--- config.mk ---
export PLATFORM = sky130hd
export DESIGN_NAME = arcade_input_top
export DESIGN_NICKNAME = d
export VERILOG_FILES = /design/src/common/arcade_input_pkg.sv /design/src/hdl/arcade_input_top.sv /design/src/hdl/dip_switch_bank.sv /design/src/key_path/control_mapper.sv /design/src/key_path/key_decoder.sv /design/src/key_path/key_event_fifo.sv
export SDC_FILE = /design/constraint.sdc
export NUM_CORES = 1
export LEC_CHECK = 0
export ABC_AREA = 1
export ABC_CLOCK_PERIOD_IN_PS = 4700
export BUFFER_PORTS_ARGS = -buffer_cell sky130_fd_sc_hd__buf_2
export CAP_MARGIN = 30
export CORE_ASPECT_RATIO = 0.75
export CORE_MARGIN = 2
export CORE_UTILIZATION = 54
export CTS_BUF_LIST = sky130_fd_sc_hd__clkbuf_16
export DETAILED_ROUTE_END_ITERATION = 16
export HOLD_SLACK_MARGIN = 0.02
export PLACE_DENSITY = 0.84
export SETUP_SLACK_MARGIN = 0.02
export SYNTH_ARGS = -nofsm -noshare
export SYNTH_HDL_FRONTEND = slang
export SYNTH_SLANG_ARGS = --single-unit
--- constraint.sdc ---
create_clock -name CLK_32M -period 4.7 [get_ports CLK_32M]
set_input_delay 0.47 -clock CLK_32M [delete_from_list [all_inputs] [get_ports CLK_32M]]
set_output_delay 0.47 -clock CLK_32M [all_outputs]
set_load 0.01 [all_outputs]
--- src/common/arcade_input_pkg.sv ---
// Shared types and constants of the player input front end
// Keyboard word, key events, joystick word, control outputs, DIP banks
// PS/2 scan codes of the mapped keys and the download constants
`default_nettype none

package arcade_input_pkg;

    ////////////////////////////////////////
    // Keyboard side
    ////////////////////////////////////////

    // PS/2 key word, extended flag is not decoded
    typedef struct packed {
        logic       toggle;
        logic       pressed;
        logic       extended;
        logic [7:0] code;
    } ps2_key_t;

    localparam int NUM_BUTTONS = 13;

    // Bit positions of the keyboard button state vector
    typedef enum logic [3:0] {
        BTN_UP     = 4'd0,
        BTN_DOWN   = 4'd1,
        BTN_LEFT   = 4'd2,
        BTN_RIGHT  = 4'd3,
        BTN_A      = 4'd4,
        BTN_B      = 4'd5,
        BTN_X      = 4'd6,
        BTN_Y      = 4'd7,
        BTN_COIN1  = 4'd8,
        BTN_COIN2  = 4'd9,
        BTN_START1 = 4'd10,
        BTN_START2 = 4'd11,
        BTN_PAUSE  = 4'd12
    } btn_id_e;

    typedef struct packed {
        btn_id_e button;
        logic    pressed;
    } key_event_t;

    // Set 2 scan codes
    localparam logic [7:0] SC_START1 = 8'h16;
    localparam logic [7:0] SC_START2 = 8'h1E;
    localparam logic [7:0] SC_COIN1  = 8'h2E;
    localparam logic [7:0] SC_COIN2  = 8'h36;
    localparam logic [7:0] SC_PAUSE  = 8'h4D;
    localparam logic [7:0] SC_UP     = 8'h75;
    localparam logic [7:0] SC_DOWN   = 8'h72;
    localparam logic [7:0] SC_LEFT   = 8'h6B;
    localparam logic [7:0] SC_RIGHT  = 8'h74;
    // Ctrl, alt, space and shift
    localparam logic [7:0] SC_A      = 8'h14;
    localparam logic [7:0] SC_B      = 8'h11;
    localparam logic [7:0] SC_X      = 8'h29;
    localparam logic [7:0] SC_Y      = 8'h12;

    ////////////////////////////////////////
    // Joysticks and controls
    ////////////////////////////////////////

    // USB joystick word, active high
    typedef struct packed {
        logic [3:0] unused;
        logic       pause;
        logic       start2;
        logic       coin1;
        logic       start1;
        logic       y;
        logic       x;
        logic       b;
        logic       a;
        logic       up;
        logic       down;
        logic       left;
        logic       right;
    } joy_word_t;

    // Active low, joystick is {up, down, left, right}, buttons are {a, b, x, y}
    typedef struct packed {
        logic [3:0] joystick;
        logic [3:0] buttons;
    } player_ctrl_t;

    // Coin and start are active low, pause is active high
    typedef struct packed {
        player_ctrl_t p1;
        player_ctrl_t p2;
        logic [1:0]   coin;
        logic [1:0]   start;
        logic         pause;
    } arcade_ctrl_t;

    // Two active-low DIP banks
    typedef struct packed {
        logic [7:0] bank1;
        logic [7:0] bank0;
    } dip_bank_t;

    localparam logic [7:0] DIP_INDEX = 8'd254;
    localparam int IOCTL_ADDR_W = 25;

endpackage

`default_nettype wire

--- src/hdl/arcade_input_top.sv ---
// Top of the player input front end
// Keyboard decoder, event FIFO and control mapper, plus the DIP bank
`timescale 1ns/100ps
`default_nettype none

module arcade_input_top #(
    parameter int FIFO_DEPTH = 4
) (
    input  wire logic                                   CLK_32M,
    input  wire logic                                   rst,
    input  wire arcade_input_pkg::ps2_key_t             ps2_key,
    input  wire arcade_input_pkg::joy_word_t            joystick_0,
    input  wire arcade_input_pkg::joy_word_t            joystick_1,
    input  wire logic                                   ioctl_wr,
    input  wire logic [7:0]                             ioctl_index,
    input  wire logic [arcade_input_pkg::IOCTL_ADDR_W-1:0] ioctl_addr,
    input  wire logic [7:0]                             ioctl_dout,
    output arcade_input_pkg::arcade_ctrl_t              controls,
    output arcade_input_pkg::dip_bank_t                 dip_sw
);

    // Decoder to FIFO, no handshake
    logic                         push;
    arcade_input_pkg::key_event_t push_event;
    logic                         fifo_full;

    // FIFO to mapper, four-phase link
    logic                         req;
    logic                         ack;
    arcade_input_pkg::key_event_t ev;

    key_decoder u_key_decoder (
        .CLK_32M    (CLK_32M),
        .rst        (rst),
        .ps2_key    (ps2_key),
        .full       (fifo_full),
        .push       (push),
        .push_event (push_event)
    );

    key_event_fifo #(
        .FIFO_DEPTH (FIFO_DEPTH)
    ) u_key_event_fifo (
        .CLK_32M    (CLK_32M),
        .rst        (rst),
        .push       (push),
        .push_event (push_event),
        .ack        (ack),
        .full       (fifo_full),
        .req        (req),
        .ev         (ev)
    );

    control_mapper u_control_mapper (
        .CLK_32M    (CLK_32M),
        .rst        (rst),
        .req        (req),
        .ev         (ev),
        .joystick_0 (joystick_0),
        .joystick_1 (joystick_1),
        .ack        (ack),
        .controls   (controls)
    );

    dip_switch_bank u_dip_switch_bank (
        .CLK_32M     (CLK_32M),
        .rst         (rst),
        .ioctl_wr    (ioctl_wr),
        .ioctl_index (ioctl_index),
        .ioctl_addr  (ioctl_addr),
        .ioctl_dout  (ioctl_dout),
        .dip_sw      (dip_sw)
    );

endmodule

`default_nettype wire

--- src/hdl/dip_switch_bank.sv ---
// DIP switch capture from the ROM download port
// Eight stored bytes, the first two presented as active-low banks
`timescale 1ns/100ps
`default_nettype none

module dip_switch_bank (
    input  wire logic                                   CLK_32M,
    input  wire logic                                   rst,
    input  wire logic                                   ioctl_wr,
    input  wire logic [7:0]                             ioctl_index,
    input  wire logic [arcade_input_pkg::IOCTL_ADDR_W-1:0] ioctl_addr,
    input  wire logic [7:0]                             ioctl_dout,
    output arcade_input_pkg::dip_bank_t                 dip_sw
);

    logic [7:0] dip_bytes [8];
    logic       dip_wr;

    // Only the first eight addresses of the DIP index carry switch data
    assign dip_wr = ioctl_wr
                 && (ioctl_index == arcade_input_pkg::DIP_INDEX)
                 && (ioctl_addr[arcade_input_pkg::IOCTL_ADDR_W-1:3] == '0);

    always_ff @(posedge CLK_32M) begin
        if (rst) begin
            for (int i = 0; i < 8; i++) begin
                dip_bytes[i] <= 8'h00;
            end
        end else if (dip_wr) begin
            dip_bytes[ioctl_addr[2:0]] <= ioctl_dout;
        end
    end

    // Bytes 2 to 7 are kept but not used by this board
    assign dip_sw.bank1 = ~dip_bytes[1];
    assign dip_sw.bank0 = ~dip_bytes[0];

endmodule

`default_nettype wire

--- src/key_path/control_mapper.sv ---
// Control mapper
// Keyboard button state, receiver side of the event link,
// joystick merge and the registered active-low controls
`timescale 1ns/100ps
`default_nettype none

module control_mapper (
    input  wire logic                         CLK_32M,
    input  wire logic                         rst,
    input  wire logic                         req,
    input  wire arcade_input_pkg::key_event_t ev,
    input  wire arcade_input_pkg::joy_word_t  joystick_0,
    input  wire arcade_input_pkg::joy_word_t  joystick_1,
    output logic                              ack,
    output arcade_input_pkg::arcade_ctrl_t    controls
);

    localparam arcade_input_pkg::arcade_ctrl_t CTRL_RELEASED = '{
        p1:    8'hFF,
        p2:    8'hFF,
        coin:  2'b11,
        start: 2'b11,
        pause: 1'b0
    };

    logic [arcade_input_pkg::NUM_BUTTONS-1:0] kbd_state;
    logic                                     accept;
    arcade_input_pkg::arcade_ctrl_t           ctrl_next;

    // One player's lines, keyboard is shared by both players
    function automatic arcade_input_pkg::player_ctrl_t merge_player(
        input logic [arcade_input_pkg::NUM_BUTTONS-1:0] kb,
        input arcade_input_pkg::joy_word_t              joy
    );
        arcade_input_pkg::player_ctrl_t p;
        p.joystick = ~{kb[arcade_input_pkg::BTN_UP]    | joy.up,
                       kb[arcade_input_pkg::BTN_DOWN]  | joy.down,
                       kb[arcade_input_pkg::BTN_LEFT]  | joy.left,
                       kb[arcade_input_pkg::BTN_RIGHT] | joy.right};
        p.buttons  = ~{kb[arcade_input_pkg::BTN_A] | joy.a,
                       kb[arcade_input_pkg::BTN_B] | joy.b,
                       kb[arcade_input_pkg::BTN_X] | joy.x,
                       kb[arcade_input_pkg::BTN_Y] | joy.y};
        return p;
    endfunction

    // First cycle of a request
    assign accept = req && !ack;

    ////////////////////////////////////////
    // Receiver side and button state
    ////////////////////////////////////////

    always_ff @(posedge CLK_32M) begin
        if (rst) begin
            ack       <= 1'b0;
            kbd_state <= '0;
        end else begin
            ack <= req;
            if (accept) begin
                kbd_state[ev.button] <= ev.pressed;
            end
        end
    end

    // Merge with the joysticks
    always_comb begin
        ctrl_next.p1       = merge_player(kbd_state, joystick_0);
        ctrl_next.p2       = merge_player(kbd_state, joystick_1);
        ctrl_next.start[0] = ~(kbd_state[arcade_input_pkg::BTN_START1]
                               | joystick_0.start1 | joystick_1.start1);
        ctrl_next.start[1] = ~(kbd_state[arcade_input_pkg::BTN_START2]
                               | joystick_0.start2 | joystick_1.start2);
        ctrl_next.coin[0]  = ~(kbd_state[arcade_input_pkg::BTN_COIN1]
                               | joystick_0.coin1 | joystick_1.coin1);
        // No joystick bit for the second coin
        ctrl_next.coin[1]  = ~kbd_state[arcade_input_pkg::BTN_COIN2];
        ctrl_next.pause    = kbd_state[arcade_input_pkg::BTN_PAUSE]
                             | joystick_0.pause | joystick_1.pause;
    end

    always_ff @(posedge CLK_32M) begin
        if (rst) begin
            controls <= CTRL_RELEASED;
        end else begin
            controls <= ctrl_next;
        end
    end

    // Sender holds req until it sees ack
    a_ack_after_req: assert property (
        @(posedge CLK_32M) disable iff (rst)
        $rose(ack) |-> req
    );

endmodule

`default_nettype wire

--- src/key_path/key_decoder.sv ---
// PS/2 key event decoder
// Toggle change detection and scan code to button translation
`timescale 1ns/100ps
`default_nettype none

module key_decoder (
    input  wire logic                         CLK_32M,
    input  wire logic                         rst,
    input  wire arcade_input_pkg::ps2_key_t   ps2_key,
    input  wire logic                         full,
    output logic                              push,
    output arcade_input_pkg::key_event_t      push_event
);

    logic                      last_toggle;
    logic                      key_change;
    logic                      code_known;
    arcade_input_pkg::btn_id_e code_button;

    assign key_change = (ps2_key.toggle != last_toggle);

    // Scan code lookup
    always_comb begin
        code_known  = 1'b1;
        code_button = arcade_input_pkg::BTN_UP;
        case (ps2_key.code)
            arcade_input_pkg::SC_START1: code_button = arcade_input_pkg::BTN_START1;
            arcade_input_pkg::SC_START2: code_button = arcade_input_pkg::BTN_START2;
            arcade_input_pkg::SC_COIN1:  code_button = arcade_input_pkg::BTN_COIN1;
            arcade_input_pkg::SC_COIN2:  code_button = arcade_input_pkg::BTN_COIN2;
            arcade_input_pkg::SC_PAUSE:  code_button = arcade_input_pkg::BTN_PAUSE;
            arcade_input_pkg::SC_UP:     code_button = arcade_input_pkg::BTN_UP;
            arcade_input_pkg::SC_DOWN:   code_button = arcade_input_pkg::BTN_DOWN;
            arcade_input_pkg::SC_LEFT:   code_button = arcade_input_pkg::BTN_LEFT;
            arcade_input_pkg::SC_RIGHT:  code_button = arcade_input_pkg::BTN_RIGHT;
            arcade_input_pkg::SC_A:      code_button = arcade_input_pkg::BTN_A;
            arcade_input_pkg::SC_B:      code_button = arcade_input_pkg::BTN_B;
            arcade_input_pkg::SC_X:      code_button = arcade_input_pkg::BTN_X;
            arcade_input_pkg::SC_Y:      code_button = arcade_input_pkg::BTN_Y;
            default:                     code_known  = 1'b0;
        endcase
    end

    always_ff @(posedge CLK_32M) begin
        // Toggle followed through reset as well so a stale word gives no event
        last_toggle <= ps2_key.toggle;
        if (rst) begin
            push <= 1'b0;
        end else begin
            // A change right after a push is dropped so the full flag
            // seen here is never one push behind
            push <= key_change && code_known && !full && !push;
        end
    end

    always_ff @(posedge CLK_32M) begin
        if (key_change) begin
            push_event.button  <= code_button;
            push_event.pressed <= ps2_key.pressed;
        end
    end

    // FIFO always has room when the registered push arrives
    a_push_not_full: assert property (
        @(posedge CLK_32M) disable iff (rst)
        push |-> !full
    );

endmodule

`default_nettype wire

--- src/key_path/key_event_fifo.sv ---
// Key event FIFO
// Circular buffer with a four-phase req/ack sender on its head entry
`timescale 1ns/100ps
`default_nettype none

module key_event_fifo #(
    parameter int FIFO_DEPTH = 4
) (
    input  wire logic                         CLK_32M,
    input  wire logic                         rst,
    input  wire logic                         push,
    input  wire arcade_input_pkg::key_event_t push_event,
    input  wire logic                         ack,
    output logic                              full,
    output logic                              req,
    output arcade_input_pkg::key_event_t      ev
);

    localparam int PTR_W = $clog2(FIFO_DEPTH);
    localparam logic [PTR_W:0] DEPTH_CNT = (PTR_W + 1)'(FIFO_DEPTH);

    arcade_input_pkg::key_event_t mem [FIFO_DEPTH];
    logic [PTR_W-1:0] wr_ptr;
    logic [PTR_W-1:0] rd_ptr;
    logic [PTR_W:0]   count;
    logic             do_push;
    logic             do_pop;

    assign full    = (count == DEPTH_CNT);
    assign do_push = push && !full;
    // Ack only rises while req is up, so this is the rising ack
    assign do_pop  = req && ack;

    // Head entry, held while req is up since rd_ptr moves only on pop
    assign ev = mem[rd_ptr];

    always_ff @(posedge CLK_32M) begin
        if (do_push) begin
            mem[wr_ptr] <= push_event;
        end
    end

    ////////////////////////////////////////
    // Pointers, count and sender side
    ////////////////////////////////////////

    always_ff @(posedge CLK_32M) begin
        if (rst) begin
            wr_ptr <= '0;
            rd_ptr <= '0;
            count  <= '0;
            req    <= 1'b0;
        end else begin
            if (do_push) begin
                wr_ptr <= wr_ptr + 1'b1;
            end
            if (do_pop) begin
                rd_ptr <= rd_ptr + 1'b1;
            end

            case ({do_push, do_pop})
                2'b10:   count <= count + 1'b1;
                2'b01:   count <= count - 1'b1;
                default: count <= count;
            endcase

            // New request only once the previous ack has gone low
            if (do_pop) begin
                req <= 1'b0;
            end else if (!req && !ack && (count != '0)) begin
                req <= 1'b1;
            end
        end
    end

    a_count_bound: assert property (
        @(posedge CLK_32M) disable iff (rst)
        count <= DEPTH_CNT
    );

    a_ev_stable: assert property (
        @(posedge CLK_32M) disable iff (rst)
        (req && $past(req)) |-> $stable(ev)
    );

endmodule

`default_nettype wire

Word level (Yosys, flattened, before mapping)
Memory sizes are Yosys's and may differ from the RTL's. A register that Yosys moved wholly into a read port is not among the register bits.
Index checks and enable logic that the tools add are counted.
W data, S select, Z words.
{ "totals": {"reg_bits": 50, "ramBits": 84, "input_bits": 87, "out_inout_bits": 37, "elab_cells": 116, "n_memories": 2} }
{ "memory_table": {"columns": ["memory", "words", "width", "rd", "rd_clocked_by_memory_dff", "wr", "line_no", "rtl"], "rows": [
  ["u_dip_switch_bank.dip_bytes", 8, 8, 2, 0, 8, "dip_switch_bank.sv:16", "logic [7:0] dip_bytes [8];"],
  ["u_key_event_fifo.mem", 4, 5, 1, 1, 1, "key_event_fifo.sv:22", "arcade_input_pkg::key_event_t mem [FIFO_DEPTH];"]
]} }
{ "classes": {"add_sub_neg": 4, "order_cmp": 2, "n_eq_ne": 18, "muxes": 18, "n_bitwise": 34, "reduce_logical": 21} }
{ "ops": {"columns": ["operator", "count"], "rows": [
  ["$pmux W4 S12", 1],
  ["$eq A8 B5 Y1 const B", 5],
  ["$eq A8 B7 Y1 const B", 5],
  ["$eq A8 B6 Y1 const B", 3],
  ["$or A1 B1 Y1", 24],
  ["$logic_not A22 Y1", 1],
  ["$not A4 Y4", 4],
  ["$not A8 Y8", 2],
  ["$bwmux W13", 1],
  ["$reduce_or A13 Y1", 1],
  ["$logic_and A1 B1 Y1", 11],
  ["$mux W1", 10],
  ["$eq A8 B8 Y1 const B", 1],
  ["$mux W8", 1],
  ["$reduce_or A8 Y1", 1],
  ["$pmux W3 S2", 1],
  ["$lt A4 B5 Y1 const B", 1],
  ["$add A2 B1 Y2 const B", 2],
  ["$demux W1 S4", 1],
  ["$ge A4 B1 Y1 const B", 1],
  ["$logic_not A1 Y1", 4],
  ["$mux W2", 2],
  ["$not A1 Y1", 4],
  ["$add A3 B1 Y3 const B", 1],
  ["other kinds (9)", 9]
]} }

Depth between registers and ports, before layout
{ "depth": {"word_depth": 8, "depth_mapped": 11, "ltp_nobuf": 10} }

Cells and area by module
Synthesis repeated with hierarchy kept, for this count alone.
{ "unflattened": {"cells_unflattened": 492, "hier_area_um2": 4001.3} }
{ "modules_own_cells": {"columns": ["module", "instances", "cells_each", "area_each_um2", "seq_area_each_um2"], "rows": [
  ["control_mapper", 1, 171, 1316.3, 700.7],
  ["key_event_fifo", 1, 121, 1258.7, 800.8],
  ["dip_switch_bank", 1, 113, 904.6, 480.5],
  ["key_decoder", 1, 87, 521.8, 190.2]
]} }

Worst setup path before layout
Ideal clock, no wire load.
{ "synth_path": {"kind": "reg-to-reg", "from": "register u_key_event_fifo.count[0]", "to": "register u_key_event_fifo.count[2]", "setup_ps": 122, "t_arrival_ps": 1656, "t_required_ps": 4578, "slack_ps": 2922, "path_stages_with_launch": 11, "path_buffers": 0, "period_less_slack_ps": 1778, "path_cell_list": "dfxtp_1 > nor2_1 > nand2_1 > nand2_1 > ha_1 > inv_1 > fa_1 > a21oi_1 > o21ai_0 > o21ai_0 > a21oi_1"} }
{ "synth_via": {"elab_chain_cells": 5, "elab_cells_between_ends": 9, "cone_classes": "2 x add/sub; 3 x eq/ne; 1 x mux; 3 x reduce/logical"} }
{ "synth_rtl": {"columns": ["element", "line_no", "rtl"], "rows": [
  ["start: declaration", "key_event_fifo.sv:25", "logic [PTR_W:0] count;"],
  ["start signal: assignment", "key_event_fifo.sv:62", "2'b10: count <= count + 1'b1;"],
  ["start signal: assignment", "key_event_fifo.sv:63", "2'b01: count <= count - 1'b1;"],
  ["start signal: assignment", "key_event_fifo.sv:64", "default: count <= count;"],
  ["$eq A3 B3 Y1", "key_event_fifo.sv:29", "assign full = (count == DEPTH_CNT);"],
  ["$logic_not A1 Y1", "key_event_fifo.sv:30", "assign do_push = push && !full;"],
  ["$logic_and A1 B1 Y1", "key_event_fifo.sv:30", null],
  ["$eq A2 B1 Y1 or $eq A2 B2 Y1 (tied branches)", "key_event_fifo.sv:61", "case ({do_push, do_pop})"],
  ["$pmux W3 S2 or $reduce_bool A2 Y1 (tied branches)", null, null]
]} }
Several ways; a longest one is shown, not always the timed one.
A chain may end at the register's enable or synchronous reset.

Final worst setup path
{ "layout_path": {"from": "register u_key_event_fifo.count[1]", "to": "register u_key_event_fifo.count[2]"} }
The elaborated chain is that of the path after synthesis.

==> results list <==
- The flow ran to the end, and the final reports show no timing, DRC or antenna violations.
* Die span in x: approximately 100 um
- Synthesis warning total: 0
- Dividing the final minimum period by the clock period gives 0.454.
- After layout, the worst setup slack is 2570 ps.
- 124 I/O pins were placed.
- Entering global routing, the biggest net connects 42 pins.
* Unrepaired setup endpoints after global routing: no
- Reg clk slew, reported paths: 60 ps
- For this design the ratio of total power to cell area is 350 nW/um^2.
- Type of element capturing the critical path: flop
* # Post-CTS Setup Buffers: 0
* Insertion delay to the later sink of the worst-skew pair: 340 ps
- Port buffer count: ~110
- Across all hold checks on the routed design, the worst slack comes to 253 ps.
- Maximum level of the CTS H-tree: 3
- The die is 76.6 um tall.
* Area share of the largest cell type after synthesis: 0.324
- The startpoint identified for the worst register-to-register timing path is u_key_event_fifo.count[1].
- Most used flip-flop cell after synthesis: sky130_fd_sc_hd__dfxtp_1
- Number of distinct library cells after synthesis: 27
- Synthesis inferred 88 register bits.
- Achievable frequency: 469 MHz
* Area inside the core boundary: 6800 um^2
- The cell area that synthesis handed to floorplanning was 3790 um^2.
- At the placement stage, the worst setup path has a slack of 2570 ps.
- In the global route stage, overall resource usage came out at 0.213.
* Crit Path Max Fanout: 9
* Drt wl/cell: 12.6 um
- Async SR Flop Fraction: 0
* Post-synthesis cell count: approximately 440
- DR vias: 3236
- The via count of the first global-routing pass came to 2995.
- Site row count: 26
- The clock period could shrink to roughly 2100 ps.
- The filler cells instantiated in the layout total 503.
* Initial Util: 0.558
* Post-synthesis area per instance: 8.70 um^2
- At the worst endpoint, the required time is approximately 4900 ps.
- Peak supply drop: 0.000160 V
* CTS Sinks: 88
* Post-synth EDFFs: 41
- Data arrives at the worst endpoint at 2350 ps.
- Library cell occupying the most area in the post-synthesis netlist: sky130_fd_sc_hd__edfxtp_1
* Total Wirelength: 8110 um
- Top cells by count, synth: sky130_fd_sc_hd__nor2_1, sky130_fd_sc_hd__nand2_1, sky130_fd_sc_hd__inv_1, sky130_fd_sc_hd__dfxtp_1, sky130_fd_sc_hd__edfxtp_1
* Total gr overflow: 0
- DIE AREA: 7720 um^2
* Reg2reg path depth: 10
- TritonCTS built the clock tree.
- Post-CTS Resized: 0
* Weighted congestion reported at the end of routability-driven placement: 0.901
* Drt pass-1 iters: 6
* Most numerous cell in the Yosys netlist: sky130_fd_sc_hd__nor2_1
- Final count of negative-setup-slack endpoints: 0
- Detailed placement ended at an HPWL of 5860 um.
- Worst hold endpoint: u_key_decoder.last_toggle
- Max-slew violation count: 0
- Worst rel slew slack: 0.599
* TritonCTS buffer count: 9
* Reg-to-reg endpoint: u_key_event_fifo.count[2]
- The setup path with the least slack is of type reg -> reg.
- Least-Margin Pin Slew: ~600 ps
- Seq/Total Area, Yosys: 0.572
- Area Growth Syn to Fin: 24.8%
- For this block, the initial DRC count from the detailed router was 150.
- CTS Root Buffer Type: sky130_fd_sc_hd__clkbuf_16
- Reg2Reg Setup Slack: 2570 ps
- Initial antenna violation count: 0
- The path class of the tightest hold or removal check is in -> reg.
* Count of hold buffers inserted by post-cts repair: 0
- Adding up every negative setup slack in the final design gives 0 ps.
- After synthesis, the cell types taking the most area are sky130_fd_sc_hd__edfxtp_1, sky130_fd_sc_hd__dfxtp_1, sky130_fd_sc_hd__nor2_1.
- Drc violations: 0
- Fraction of layout cells with a size suffix above 1: 0.277
- Leakage power: 2.21 nW
- Launch point of the worst hold path: ps2_key[10]
- Global-route wire length before repair: between 10000 and 15000 um
* Largest buffer count on any clock path: 2
* Number of max-capacitance violations reported: 0
* Remaining number of nets flagged by the antenna check after routing: 0
- Max Clock Skew: 10.2 ps
- Number of nets in the layout: about 650
* Final Hold Vio Count: 0
* Detailed-route vias per instance: between 5 and 6
- Number of diodes added for antenna fixing: 0
- Cell depth of the worst hold path: 1
- CP startpoint kind: flop
* Net count after synthesis: approximately 530
==> how the worst max path moves through the flow <==
| stage | startpoint | end | slack, ps |
|---|---|---|---|
| after global routing | u_key_event_fifo.count[1] | u_key_event_fifo.count[2] | 2310 |
| after floorplan | u_key_event_fifo.count[0] | u_key_event_fifo.count[2] | 2920 |
| final | u_key_event_fifo.count[1] | u_key_event_fifo.count[2] | 2570 |
| after CTS | u_key_event_fifo.count[0] | u_key_event_fifo.count[2] | 2630 |
| after detailed placement | ioctl_addr[4] | u_dip_switch_bank.dip_bytes[0][5] | 2570 |
| after global placement | ioctl_addr[4] | u_dip_switch_bank.dip_bytes[0][4] | 2630 |
==> where the power goes <==
part           internal [mW]  switching [mW]
registers              0.823         0.00782
logic                 0.0475          0.0603
clock network          0.423           0.293
==> per-layer routing <==
metal	vias to the layer above	track usage	wire length, um
li1	1635	-	-
met1	1466	0.244	3340
met2	117	0.373	4140
met3	18	0.0550	498
met4	0	0.0918	136
met5	-	0	0
==> critical path, cell delays in order, from the launching register on <==
cell and delay [ps]:
sky130_fd_sc_hd__dfxtp_1 330, sky130_fd_sc_hd__nor2_1 150, sky130_fd_sc_hd__nand2_1 100, sky130_fd_sc_hd__nand2_1 230, sky130_fd_sc_hd__ha_1 200, sky130_fd_sc_hd__inv_1 70
sky130_fd_sc_hd__fa_1 380, sky130_fd_sc_hd__a21oi_1 170, sky130_fd_sc_hd__o21ai_0 140, sky130_fd_sc_hd__o21ai_0 200, sky130_fd_sc_hd__a21oi_1 60
==> sequential cells by signal, summed over array words and instances (netlist names), named ones only <==
name                         cells
u_key_decoder.push_event         5
u_key_event_fifo.req             1
u_control_mapper.kbd_state      13
u_key_event_fifo.rd_ptr          2
u_key_event_fifo.wr_ptr          2
u_key_event_fifo.count           3
u_key_event_fifo.mem            20
u_control_mapper.ack             1
u_key_decoder.last_toggle        1
u_dip_switch_bank.dip_bytes     16
u_control_mapper.controls       21
u_key_decoder.push               1
==> cell type report <==
type / instances / area [um^2] / share of cell area
repair buffers: 115 / 578 / 0.122
clock buffers: 11 / 275 / 0.0581
well taps: 84 / 105 / 0.0222
multi-input cells: 275 / 1320 / 0.279
inverters: 65 / 246 / 0.0521
flip-flops and latches: 88 / 2170 / 0.459
clock inverters: 5 / 35.0 / 0.00740
==> cell families after synthesis <==
group / share of synthesized area
XOR/XNOR: 0.00231
adder cells (fa/ha/maj): 0.0218
AO/OA/AOI/OAI: 0.0656
AND/OR/NAND/NOR: 0.259
buffers and inverters: 0.0791
flip-flops: 0.572
==> cells in the final DEF (no fill, tap or decap) <==
master	n
sky130_fd_sc_hd__buf_2	114
sky130_fd_sc_hd__nor2_1	89
sky130_fd_sc_hd__nand2_1	70
sky130_fd_sc_hd__inv_1	62
sky130_fd_sc_hd__dfxtp_1	47
sky130_fd_sc_hd__edfxtp_1	41
sky130_fd_sc_hd__nand3_1	30
sky130_fd_sc_hd__o21ai_0	24
sky130_fd_sc_hd__a21oi_1	18
sky130_fd_sc_hd__nand2_2	14
sky130_fd_sc_hd__clkbuf_16	11
sky130_fd_sc_hd__nand4_1	7
sky130_fd_sc_hd__ha_1	5
sky130_fd_sc_hd__nor3_1	4
sky130_fd_sc_hd__nand3_2	4
sky130_fd_sc_hd__inv_2	3
sky130_fd_sc_hd__o31ai_1	3
sky130_fd_sc_hd__inv_4	2
sky130_fd_sc_hd__a21boi_0	1
sky130_fd_sc_hd__nand4_2	1
sky130_fd_sc_hd__nor2_8	1
sky130_fd_sc_hd__nor2_4	1
sky130_fd_sc_hd__xor2_1	1
sky130_fd_sc_hd__a311oi_1	1
sky130_fd_sc_hd__fa_1	1
sky130_fd_sc_hd__clkinv_4	1
sky130_fd_sc_hd__inv_6	1
sky130_fd_sc_hd__clkinvlp_4	1
sky130_fd_sc_hd__buf_4	1
==> metrics by stage <==
step / std cells / total power, mW / util / cell area, um^2
after floorplan: 436 / 0.894 / - / 3790
after global placement: 627 / 0.950 / 0.651 / 4420
after detailed placement: 627 / 0.955 / 0.651 / 4420
after CTS: 643 / 1.67 / 0.696 / 4730
after global routing: 643 / 1.71 / 0.696 / 4730
final: 643 / 1.66 / 0.696 / 4730
No activity file was read; power rests on OpenSTA's default activity.
